$ cat src/logic/rv_cfg.svh
`ifndef RV_CFG_SVH
`define RV_CFG_SVH

// data and address width
`define RV_XLEN 32
`define RV_NREGS 32
// address of the first instruction fetch
`define RV_RESET_PC 32'h0000_0000

// shift-add iterations for the low and the high product
`define RV_MUL_LO_STEPS 32
`define RV_MUL_HI_STEPS 64

`endif
$ cat src/logic/rv_pkg.sv
`include "rv_cfg.svh"

package rv_pkg;

  typedef logic [`RV_XLEN-1:0] word_t;
  typedef logic [4:0] reg_idx_t;
  typedef logic [3:0] strb_t;

  typedef enum logic [3:0] {
    st_fetch, st_wait_instr, st_execute, st_mul_wait, st_load_wait,
    st_store_wait, st_check_pc, st_write_back, st_trapped
  } cpu_state_e;

  typedef enum logic [3:0] {
    cls_lui, cls_auipc, cls_jal, cls_jalr, cls_branch, cls_load,
    cls_store, cls_alu_reg, cls_alu_imm, cls_multiply, cls_illegal
  } op_class_e;

  typedef enum logic [3:0] {
    alu_add, alu_sub, alu_sll, alu_slt, alu_sltu,
    alu_xor, alu_srl, alu_sra, alu_or, alu_and
  } alu_op_e;

  typedef enum logic [2:0] {
    br_beq, br_bne, br_blt, br_bge, br_bltu, br_bgeu
  } branch_op_e;

  // the unsigned load flag travels next to this
  typedef enum logic [1:0] {
    size_byte, size_half, size_word
  } mem_size_e;

  typedef enum logic [1:0] {
    mul_mul, mul_mulh, mul_mulhu, mul_mulhsu
  } mul_op_e;

endpackage

$ cat src/logic/rv_core.sv
module rv_core (
  input  logic          clk,
  input  logic          reset,
  output logic          mem_valid,
  output logic          mem_instr,
  input  logic          mem_ready,
  output rv_pkg::word_t mem_addr,
  output rv_pkg::word_t mem_wdata,
  output rv_pkg::strb_t mem_wstrb,
  input  rv_pkg::word_t mem_rdata,
  output logic          trap
);

  rv_pkg::word_t instr, imm, rs1_data, rs2_data, rf_wdata, alu_result, mul_result;
  rv_pkg::word_t lsu_addr, lsu_wdata, load_value;
  rv_pkg::strb_t lsu_wstrb;
  rv_pkg::reg_idx_t rs1, rs2, rd;
  rv_pkg::op_class_e op_class;
  rv_pkg::alu_op_e alu_op;
  rv_pkg::branch_op_e branch_op;
  rv_pkg::mem_size_e mem_size;
  rv_pkg::mul_op_e mul_op;
  logic load_unsigned, rf_we, branch_taken, use_imm, mul_start, mul_done, misaligned;

  // second alu operand comes from the immediate for op-imm
  assign use_imm = (op_class == rv_pkg::cls_alu_imm);

  rv_control i_control (
    .clk, .reset, .mem_ready, .mem_rdata, .op_class, .imm, .rs1_data,
    .alu_result, .branch_taken, .mul_done, .mul_result,
    .lsu_addr, .lsu_wdata, .lsu_wstrb, .load_value, .misaligned,
    .mem_valid, .mem_instr, .mem_addr, .mem_wdata, .mem_wstrb,
    .instr, .rf_we, .rf_wdata, .mul_start, .trap
  );

  rv_decoder i_decoder (
    .instr, .op_class, .alu_op, .branch_op, .mem_size, .load_unsigned,
    .mul_op, .rs1, .rs2, .rd, .imm
  );

  rv_regfile i_regfile (
    .clk, .rs1, .rs2, .rd, .wdata(rf_wdata), .we(rf_we), .rs1_data, .rs2_data
  );

  rv_alu i_alu (
    .a(rs1_data), .b(rs2_data), .imm, .use_imm, .alu_op, .branch_op,
    .result(alu_result), .branch_taken
  );

  rv_mul_unit i_mul (
    .clk, .reset, .start(mul_start), .mul_op, .a(rs1_data), .b(rs2_data),
    .done(mul_done), .result(mul_result)
  );

  rv_lsu i_lsu (
    .base(rs1_data), .offset(imm), .store_data(rs2_data), .mem_size, .load_unsigned,
    .rdata(mem_rdata), .addr(lsu_addr), .wdata(lsu_wdata), .wstrb(lsu_wstrb),
    .load_value, .misaligned
  );

endmodule

$ cat src/logic/rv_control.sv
`include "rv_cfg.svh"

module rv_control (
  input  logic              clk,
  input  logic              reset,
  input  logic              mem_ready,
  input  rv_pkg::word_t     mem_rdata,
  input  rv_pkg::op_class_e op_class,
  input  rv_pkg::word_t     imm,
  input  rv_pkg::word_t     rs1_data,
  input  rv_pkg::word_t     alu_result,
  input  logic              branch_taken,
  input  logic              mul_done,
  input  rv_pkg::word_t     mul_result,
  input  rv_pkg::word_t     lsu_addr,
  input  rv_pkg::word_t     lsu_wdata,
  input  rv_pkg::strb_t     lsu_wstrb,
  input  rv_pkg::word_t     load_value,
  input  logic              misaligned,
  output logic              mem_valid,
  output logic              mem_instr,
  output rv_pkg::word_t     mem_addr,
  output rv_pkg::word_t     mem_wdata,
  output rv_pkg::strb_t     mem_wstrb,
  output rv_pkg::word_t     instr,
  output logic              rf_we,
  output rv_pkg::word_t     rf_wdata,
  output logic              mul_start,
  output logic              trap
);

  rv_pkg::cpu_state_e state;
  rv_pkg::word_t pc, next_pc, target, wb_data, pc_plus4;

  assign pc_plus4 = pc + 4;
  assign rf_we = (state == rv_pkg::st_write_back);
  assign rf_wdata = wb_data;
  assign mul_start = (state == rv_pkg::st_execute) && (op_class == rv_pkg::cls_multiply);

  always_ff @(posedge clk) begin
    if (reset) begin
      state <= rv_pkg::st_fetch;
      next_pc <= `RV_RESET_PC;
      mem_valid <= 1'b0;
      mem_instr <= 1'b0;
      mem_wstrb <= '0;
      trap <= 1'b0;
    end else begin
      case (state)
        rv_pkg::st_fetch: begin
          mem_valid <= 1'b1;
          mem_instr <= 1'b1;
          mem_wstrb <= '0;
          mem_addr <= next_pc;
          state <= rv_pkg::st_wait_instr;
        end
        rv_pkg::st_wait_instr: begin
          if (mem_ready) begin
            mem_valid <= 1'b0;
            mem_instr <= 1'b0;
            pc <= mem_addr;
            instr <= mem_rdata;
            state <= rv_pkg::st_execute;
          end
        end
        rv_pkg::st_execute: begin
          next_pc <= pc_plus4;
          case (op_class)
            rv_pkg::cls_lui, rv_pkg::cls_auipc, rv_pkg::cls_alu_reg, rv_pkg::cls_alu_imm: begin
              if (op_class == rv_pkg::cls_lui) wb_data <= imm;
              else if (op_class == rv_pkg::cls_auipc) wb_data <= pc + imm;
              else wb_data <= alu_result;
              state <= rv_pkg::st_write_back;
            end
            // jalr keeps bit 0 so an odd target traps in check_pc
            rv_pkg::cls_jal, rv_pkg::cls_jalr, rv_pkg::cls_branch: begin
              if (op_class == rv_pkg::cls_jalr) target <= rs1_data + imm;
              else if (op_class == rv_pkg::cls_branch && !branch_taken) target <= pc_plus4;
              else target <= pc + imm;
              wb_data <= pc_plus4;
              state <= rv_pkg::st_check_pc;
            end
            rv_pkg::cls_load, rv_pkg::cls_store: begin
              if (misaligned) begin
                state <= rv_pkg::st_trapped;
              end else begin
                mem_valid <= 1'b1;
                mem_instr <= 1'b0;
                mem_addr <= lsu_addr;
                mem_wdata <= lsu_wdata;
                if (op_class == rv_pkg::cls_store) begin
                  mem_wstrb <= lsu_wstrb;
                  state <= rv_pkg::st_store_wait;
                end else begin
                  mem_wstrb <= '0;
                  state <= rv_pkg::st_load_wait;
                end
              end
            end
            rv_pkg::cls_multiply: state <= rv_pkg::st_mul_wait;
            default: state <= rv_pkg::st_trapped;
          endcase
        end
        rv_pkg::st_mul_wait: begin
          if (mul_done) begin
            wb_data <= mul_result;
            state <= rv_pkg::st_write_back;
          end
        end
        rv_pkg::st_load_wait: begin
          if (mem_ready) begin
            mem_valid <= 1'b0;
            wb_data <= load_value;
            state <= rv_pkg::st_write_back;
          end
        end
        rv_pkg::st_store_wait: begin
          if (mem_ready) begin
            mem_valid <= 1'b0;
            mem_wstrb <= '0;
            state <= rv_pkg::st_fetch;
          end
        end
        rv_pkg::st_check_pc: begin
          if (target[1:0] != 2'b00) begin
            state <= rv_pkg::st_trapped;
          end else begin
            next_pc <= target;
            // only jumps write a link value
            state <= (op_class == rv_pkg::cls_branch) ? rv_pkg::st_fetch : rv_pkg::st_write_back;
          end
        end
        rv_pkg::st_write_back: state <= rv_pkg::st_fetch;
        default: trap <= 1'b1;
      endcase
    end
  end

endmodule

$ cat src/logic/rv_lsu.sv
module rv_lsu (
  input  rv_pkg::word_t     base,
  input  rv_pkg::word_t     offset,
  input  rv_pkg::word_t     store_data,
  input  rv_pkg::mem_size_e mem_size,
  input  logic              load_unsigned,
  input  rv_pkg::word_t     rdata,
  output rv_pkg::word_t     addr,
  output rv_pkg::word_t     wdata,
  output rv_pkg::strb_t     wstrb,
  output rv_pkg::word_t     load_value,
  output logic              misaligned
);

  rv_pkg::word_t ea;
  rv_pkg::word_t shifted;
  logic [1:0] lane;

  assign ea = base + offset;
  assign lane = ea[1:0];
  assign addr = ea & ~rv_pkg::word_t'(3);
  // move the addressed byte or half down to bit 0
  assign shifted = rdata >> {lane, 3'b000};

  always_comb begin
    case (mem_size)
      rv_pkg::size_byte: begin
        wdata = {4{store_data[7:0]}};
        wstrb = 4'b0001 << lane;
        load_value = load_unsigned ? {24'b0, shifted[7:0]} :
                                     {{24{shifted[7]}}, shifted[7:0]};
        misaligned = 1'b0;
      end
      rv_pkg::size_half: begin
        wdata = {2{store_data[15:0]}};
        wstrb = lane[1] ? 4'b1100 : 4'b0011;
        load_value = load_unsigned ? {16'b0, shifted[15:0]} :
                                     {{16{shifted[15]}}, shifted[15:0]};
        misaligned = lane[0];
      end
      default: begin
        wdata = store_data;
        wstrb = 4'b1111;
        load_value = rdata;
        misaligned = |lane;
      end
    endcase
  end

endmodule

$ cat src/logic/rv_mul_unit.sv
`include "rv_cfg.svh"

module rv_mul_unit (
  input  logic            clk,
  input  logic            reset,
  input  logic            start,
  input  rv_pkg::mul_op_e mul_op,
  input  rv_pkg::word_t   a,
  input  rv_pkg::word_t   b,
  output logic            done,
  output rv_pkg::word_t   result
);

  localparam int W = `RV_XLEN;
  localparam int CW = $clog2(`RV_MUL_HI_STEPS + 1);

  logic [2*W-1:0] x, y, acc;
  logic [CW-1:0] count;
  logic busy, hi_sel, a_signed, b_signed;

  always_comb begin
    case (mul_op)
      rv_pkg::mul_mulh:   {a_signed, b_signed} = 2'b11;
      rv_pkg::mul_mulhsu: {a_signed, b_signed} = 2'b10;
      default:            {a_signed, b_signed} = 2'b00;
    endcase
  end

  always_ff @(posedge clk) begin
    if (reset) begin
      busy <= 1'b0;
    end else if (start) begin
      busy <= 1'b1;
    end else if (done) begin
      busy <= 1'b0;
    end
  end

  always_ff @(posedge clk) begin
    if (start) begin
      x <= {{W{a_signed & a[W-1]}}, a};
      y <= {{W{b_signed & b[W-1]}}, b};
      acc <= '0;
      hi_sel <= (mul_op != rv_pkg::mul_mul);
      // low half only needs one pass over the low multiplier bits
      count <= (mul_op == rv_pkg::mul_mul) ? CW'(`RV_MUL_LO_STEPS) : CW'(`RV_MUL_HI_STEPS);
    end else if (busy && count != '0) begin
      if (y[0]) begin
        acc <= acc + x;
      end
      x <= x << 1;
      y <= y >> 1;
      count <= count - 1'b1;
    end
  end

  assign done = busy && (count == '0);
  assign result = hi_sel ? acc[2*W-1:W] : acc[W-1:0];

endmodule

$ cat src/logic/rv_alu.sv
module rv_alu (
  input  rv_pkg::word_t      a,
  input  rv_pkg::word_t      b,
  input  rv_pkg::word_t      imm,
  input  logic               use_imm,
  input  rv_pkg::alu_op_e    alu_op,
  input  rv_pkg::branch_op_e branch_op,
  output rv_pkg::word_t      result,
  output logic               branch_taken
);

  rv_pkg::word_t operand;
  logic [4:0] shamt;

  assign operand = use_imm ? imm : b;
  // shamt sits in imm[4:0] for the immediate shifts
  assign shamt = use_imm ? imm[4:0] : b[4:0];

  always_comb begin
    case (alu_op)
      rv_pkg::alu_add:  result = a + operand;
      rv_pkg::alu_sub:  result = a - operand;
      rv_pkg::alu_sll:  result = a << shamt;
      rv_pkg::alu_slt:  result = rv_pkg::word_t'($signed(a) < $signed(operand));
      rv_pkg::alu_sltu: result = rv_pkg::word_t'(a < operand);
      rv_pkg::alu_xor:  result = a ^ operand;
      rv_pkg::alu_srl:  result = a >> shamt;
      rv_pkg::alu_sra:  result = $signed(a) >>> shamt;
      rv_pkg::alu_or:   result = a | operand;
      default:          result = a & operand;
    endcase
  end

  // branches always compare the two registers
  always_comb begin
    case (branch_op)
      rv_pkg::br_beq:  branch_taken = (a == b);
      rv_pkg::br_bne:  branch_taken = (a != b);
      rv_pkg::br_blt:  branch_taken = ($signed(a) < $signed(b));
      rv_pkg::br_bge:  branch_taken = ($signed(a) >= $signed(b));
      rv_pkg::br_bltu: branch_taken = (a < b);
      default:         branch_taken = (a >= b);
    endcase
  end

endmodule

$ cat src/logic/rv_regfile.sv
`include "rv_cfg.svh"

module rv_regfile (
  input  logic             clk,
  input  rv_pkg::reg_idx_t rs1,
  input  rv_pkg::reg_idx_t rs2,
  input  rv_pkg::reg_idx_t rd,
  input  rv_pkg::word_t    wdata,
  input  logic             we,
  output rv_pkg::word_t    rs1_data,
  output rv_pkg::word_t    rs2_data
);

  rv_pkg::word_t regs [`RV_NREGS];

  always_ff @(posedge clk) begin
    if (we && rd != '0) begin
      regs[rd] <= wdata;
    end
  end

  // x0 is hardwired
  assign rs1_data = (rs1 == '0) ? '0 : regs[rs1];
  assign rs2_data = (rs2 == '0) ? '0 : regs[rs2];

endmodule

$ cat src/logic/rv_decoder.sv
module rv_decoder (
  input  rv_pkg::word_t      instr,
  output rv_pkg::op_class_e  op_class,
  output rv_pkg::alu_op_e    alu_op,
  output rv_pkg::branch_op_e branch_op,
  output rv_pkg::mem_size_e  mem_size,
  output logic               load_unsigned,
  output rv_pkg::mul_op_e    mul_op,
  output rv_pkg::reg_idx_t   rs1,
  output rv_pkg::reg_idx_t   rs2,
  output rv_pkg::reg_idx_t   rd,
  output rv_pkg::word_t      imm
);

  logic [6:0] opcode;
  logic [2:0] funct3;
  logic [6:0] funct7;
  rv_pkg::word_t imm_i, imm_s, imm_b, imm_u, imm_j;

  assign opcode = instr[6:0];
  assign funct3 = instr[14:12];
  assign funct7 = instr[31:25];

  assign imm_i = {{20{instr[31]}}, instr[31:20]};
  assign imm_s = {{20{instr[31]}}, instr[31:25], instr[11:7]};
  assign imm_b = {{20{instr[31]}}, instr[7], instr[30:25], instr[11:8], 1'b0};
  assign imm_u = {instr[31:12], 12'b0};
  assign imm_j = {{12{instr[31]}}, instr[19:12], instr[20], instr[30:21], 1'b0};

  always_comb begin
    op_class = rv_pkg::cls_illegal;
    case (opcode)
      7'b0110111: op_class = rv_pkg::cls_lui;
      7'b0010111: op_class = rv_pkg::cls_auipc;
      7'b1101111: op_class = rv_pkg::cls_jal;
      7'b1100111: if (funct3 == 3'b000) op_class = rv_pkg::cls_jalr;
      7'b1100011: if (funct3[2:1] != 2'b01) op_class = rv_pkg::cls_branch;
      // lb lh lw lbu lhu
      7'b0000011: if (funct3 != 3'b011 && funct3[2:1] != 2'b11) op_class = rv_pkg::cls_load;
      7'b0100011: if (!funct3[2] && funct3 != 3'b011) op_class = rv_pkg::cls_store;
      7'b0010011: begin
        if (funct3 == 3'b001) begin
          if (funct7 == 7'b0000000) op_class = rv_pkg::cls_alu_imm;
        end else if (funct3 == 3'b101) begin
          if (funct7 == 7'b0000000 || funct7 == 7'b0100000) op_class = rv_pkg::cls_alu_imm;
        end else begin
          op_class = rv_pkg::cls_alu_imm;
        end
      end
      7'b0110011: begin
        if (funct7 == 7'b0000000) op_class = rv_pkg::cls_alu_reg;
        else if (funct7 == 7'b0100000 && (funct3 == 3'b000 || funct3 == 3'b101))
          op_class = rv_pkg::cls_alu_reg;
        // only the multiply half of the M extension
        else if (funct7 == 7'b0000001 && !funct3[2]) op_class = rv_pkg::cls_multiply;
      end
      default: ;
    endcase
  end

  always_comb begin
    case (funct3)
      3'b000: alu_op = (opcode[5] && funct7[5]) ? rv_pkg::alu_sub : rv_pkg::alu_add;
      3'b001: alu_op = rv_pkg::alu_sll;
      3'b010: alu_op = rv_pkg::alu_slt;
      3'b011: alu_op = rv_pkg::alu_sltu;
      3'b100: alu_op = rv_pkg::alu_xor;
      3'b101: alu_op = funct7[5] ? rv_pkg::alu_sra : rv_pkg::alu_srl;
      3'b110: alu_op = rv_pkg::alu_or;
      default: alu_op = rv_pkg::alu_and;
    endcase

    case (funct3)
      3'b000: branch_op = rv_pkg::br_beq;
      3'b001: branch_op = rv_pkg::br_bne;
      3'b100: branch_op = rv_pkg::br_blt;
      3'b101: branch_op = rv_pkg::br_bge;
      3'b110: branch_op = rv_pkg::br_bltu;
      default: branch_op = rv_pkg::br_bgeu;
    endcase

    case (funct3[1:0])
      2'b00: mem_size = rv_pkg::size_byte;
      2'b01: mem_size = rv_pkg::size_half;
      default: mem_size = rv_pkg::size_word;
    endcase

    case (funct3[1:0])
      2'b00: mul_op = rv_pkg::mul_mul;
      2'b01: mul_op = rv_pkg::mul_mulh;
      2'b10: mul_op = rv_pkg::mul_mulhsu;
      default: mul_op = rv_pkg::mul_mulhu;
    endcase

    case (op_class)
      rv_pkg::cls_lui, rv_pkg::cls_auipc: imm = imm_u;
      rv_pkg::cls_jal: imm = imm_j;
      rv_pkg::cls_branch: imm = imm_b;
      rv_pkg::cls_store: imm = imm_s;
      default: imm = imm_i;
    endcase
  end

  assign load_unsigned = funct3[2];
  assign rs1 = instr[19:15];
  assign rs2 = instr[24:20];
  // branches and stores have no destination
  assign rd = (op_class == rv_pkg::cls_branch || op_class == rv_pkg::cls_store) ?
              5'd0 : instr[11:7];

endmodule

$ cat config.mk
export PLATFORM = sky130hd
export DESIGN_NAME = rv_core
export DESIGN_NICKNAME = d
export VERILOG_FILES = /design/src/logic/rv_pkg.sv /design/src/logic/rv_core.sv /design/src/logic/rv_control.sv /design/src/logic/rv_lsu.sv /design/src/logic/rv_mul_unit.sv /design/src/logic/rv_alu.sv /design/src/logic/rv_regfile.sv /design/src/logic/rv_decoder.sv
export VERILOG_INCLUDE_DIRS = /design/src /design/src/logic
export SDC_FILE = /design/constraint.sdc
export NUM_CORES = 2
export LEC_CHECK = 0
export ABC_AREA = 0
export BUFFER_PORTS_ARGS = -buffer_cell sky130_fd_sc_hd__buf_2
export CAP_MARGIN = 10
export CORE_UTILIZATION = 49
export CTS_CLUSTER_SIZE = 40
export DETAILED_ROUTE_END_ITERATION = 8
export PLACE_DENSITY = 0.63
export SYNTH_ARGS = -nofsm -noshare
export SYNTH_HDL_FRONTEND = slang
export SYNTH_SLANG_ARGS = --single-unit
$ cat constraint.sdc
create_clock -name clk -period 9 [get_ports clk]
set_clock_uncertainty 0.1 [all_clocks]
set_input_delay 0.45 -clock clk [delete_from_list [all_inputs] [get_ports clk]]
set_output_delay 0.45 -clock clk [all_outputs]
set_load 0.03 [all_outputs]
==> metrics.txt <==
status=completed; Hold Path Origin=reset; f_max=116.7 MHz; # Post-CTS Setup Buffers=0; GRT Overall Usage=38.19%; Crit. Startpoint=i_control.instr[13]$_DFFE_PP_; predominant post-synthesis flop cell=edfxtp_1; Slew @ Worst Pin=1.396 ns; worst reg2reg endpoint=i_control.rf_wdata[27]$_DFFE_PP_; drt total wl=333300 um; Final period util=95.25%; clock-pin slew on the worst setup and hold paths=0.08 ns; Worst Setup Slack, final=0.4278 ns; design area=93370 sq um; number of H-tree levels=4; post_cts resized=0; Critical Path Start Type=register; Post-synth EDFFs=1352; Hold Crit Depth=3; root buffer cell=clkbuf_16; Synth area leader=edfxtp_1; Slew Limit Fails=0; Vias/cell=6.937; Synth-to-Final Area Change=11.19%; Clock Latency Late Sink=0.86 ns; area fraction of the dominant cell type after synthesis=48.35%; r2r setup slk=0.43 ns; ANT nets after route=0; reg-to-reg critical path startpoint=i_control.instr[13]$_DFFE_PP_; Num CTS Buffers=161; vias in the first global route=59890; register bit count reported by yosys=1470; synth top area cells=edfxtp_1 (48%), mux4_2 (16%), ha_1 (3.9%); Post-Synthesis Cells=6535; total power draw=24.70 mW; DIE WIDTH=416.0 um; top-count cell post-synth=edfxtp_1; Std-Cell Rows=151; power per cell area=264.6 nW/um^2; CTS tree=yes; GR Overflow Total=0; critical path arrival=9.05 ns; yosys warns=0; sequential fraction of design power=33.9%; crit-path max FO=35; WS Path Type=register to register; Final GP Congestion=1.122; First-pass DRT Iterations=8; Worst Hold Path EP=i_control.next_pc[27]$_SDFFE_PP0P_; hpwl dp=229200 um; mapped cell area=83970 sq um; Inst Count DP=8708; RSZ-0062 raised after global routing=false; Clk network pwr share=26.5%; Seq/Total Area, Yosys=51.16%; DRC=0; TNS Setup=0 ns; Post-synth top cells=edfxtp_1 (1352), nand2_1 (699), mux4_2 (614); die height=416.0 um; worst endpoint required time=9.48 ns; Reg2Reg Depth=22; Leak=33.43 nW; final setup vio count=0; placed inst area=87800 sq um; layout cells sized above 1=20.09%; Clock Tree Buf Depth=3; combinational share of power=39.7%; switching part of the total=40.16%; WL/cell=36.79 um; post-place setup slack=0.8825 ns; share of synthesized registers carrying an async set or reset=0%; post-route minimum period=8.572 ns; total number of vias=62840; Final #Nets=6991; global-route wire length before repair=462700 um; post-route insts no fill=9059; Starting Density=49.44%; I/O Buffers=105; slew margin rel.=5.976%; DIE AREA=173000 sq um; Pint=14.78 mW; NetSw=9.919 mW; CTS Hold Bufs=33; peak supply drop=0.2323 mV; largest net degree at the start of global routing=115; Ports=106; Worst Hold Class=input port to register; Core ar.=169800 sq um; syn_area_per_cell=12.85 sq um; CP Capture Type=register; library cells used by synthesis=117; initial DRC count=8940; FILL cells=13930; max-cap viol count=0; final hold vios=0; initial antenna violation count=42; clock sink total=1470
[metrics by stage]
stage	utilization, %	hold WS, ns
3_3_place_gp	51.67	0.3251
2_1_floorplan	-	0.3273
6_report	54.97	0.1439
4_1_cts	54.92	0.1034
5_1_grt	54.94	0.1442
3_5_place_dp	51.69	0.3256
[worst max-delay path: stages, from the launching register on]
cell       delay (ns)
edfxtp_1         0.60
inv_1            0.25
ha_1             0.36
nand2b_1         0.27
a2111oi_4        0.14
a211oi_1         0.72
o211ai_1         0.42
nor2_4           0.20
buf_4            0.41
nand2_1          0.59
o21ai_0          0.40
ha_1             0.35
a21o_1           0.20
a21oi_1          0.14
o21bai_1         0.14
or4_1            0.48
o21ai_0          0.48
nor2_1           0.11
o21ai_0          0.48
o22ai_1          0.19
xnor2_1          0.37
o211ai_1         0.37
a211o_1          0.48
[state kept, by name, indices dropped and copies added (netlist names), named ones only]
signal	count
i_control.instr	32
i_control.mem_addr	32
i_control.mem_instr	1
i_control.mem_valid	1
i_control.mem_wdata	32
i_control.mem_wstrb	4
i_control.next_pc	32
i_control.pc	32
i_control.rf_wdata	32
i_control.state	4
i_control.target	32
i_control.trap	1
i_mul.acc	64
i_mul.busy	1
i_mul.count	7
i_mul.hi_sel	1
i_mul.x	64
i_mul.y	64
i_regfile.regs	1024
[cell type report]
class | instances | area, sq um | share of cell area, %
Antenna cell | 21 | 52.55 | 0.05628
Multi-Input combinational cell | 4499 | 38910 | 41.68
Tap cell | 2218 | 2775 | 2.972
Clock buffer | 207 | 4222 | 4.522
Clock inverter | 88 | 938.4 | 1.005
Timing Repair Buffer | 373 | 2781 | 2.979
Sequential cell | 1470 | 42990 | 46.05
Inverter | 183 | 689.4 | 0.7384
[worst max path at each step]
stage	slack, ns	endpoint	depth (start not counted)
2_1_floorplan	2.29	i_control.rf_wdata[28]$_DFFE_PP_	28
3_3_place_gp	0.94	i_control.rf_wdata[27]$_DFFE_PP_	22
3_5_place_dp	0.88	i_control.rf_wdata[27]$_DFFE_PP_	22
4_1_cts	0.81	i_control.rf_wdata[27]$_DFFE_PP_	22
5_1_grt	0.29	i_control.rf_wdata[31]$_DFFE_PP_	24
6_report	0.43	i_control.rf_wdata[27]$_DFFE_PP_	22
[cells in the final DEF, fill, tap and decap left out, types with 173 or more instances in the layout]
cell type  count
a21oi_1      376
buf_4        218
edfxtp_1    1352
ha_1         263
inv_1        173
mux2i_1      220
mux4_2       614
nand2_1      696
nor2_1       413
o21ai_0      353
[power groups by stage]
stage	logic [mW]	registers (mW)	clock network, mW
2_1_floorplan	5.59	8.36	0
4_1_cts	9.37	8.37	6.62
6_report	9.80	8.36	6.53
3_3_place_gp	9.38	8.51	0
5_1_grt	10.0	8.40	6.86
3_5_place_dp	9.31	8.51	0
[logic make-up (layout without fill, tap and decap cells)]
kind of cell | count (synthesis) | after routing | synth area share [%]
AO/OA/AOI/OAI | 1480 | 1480 | 11.33
XOR/XNOR | 168 | 168 | 1.752
adder cells (fa/ha/maj) | 268 | 268 | 4.038
buffers and inverters | 597 | 851 | 3.076
flip-flops | 1470 | 1470 | 51.16
multiplexers | 882 | 882 | 19.74
other | 1 | 53 | 0.004466
AND/OR/NAND/NOR | 1669 | 1669 | 8.897
[metal layers]
metal	wire length [um]	vias up	GRT usage, %
li1	-	25940	-
met1	125800	31820	50.36
met2	146100	4071	56.29
met3	36670	979	10.03
met4	24490	32	24.02
met5	243	-	0
Power figures use the tool's default switching activity.
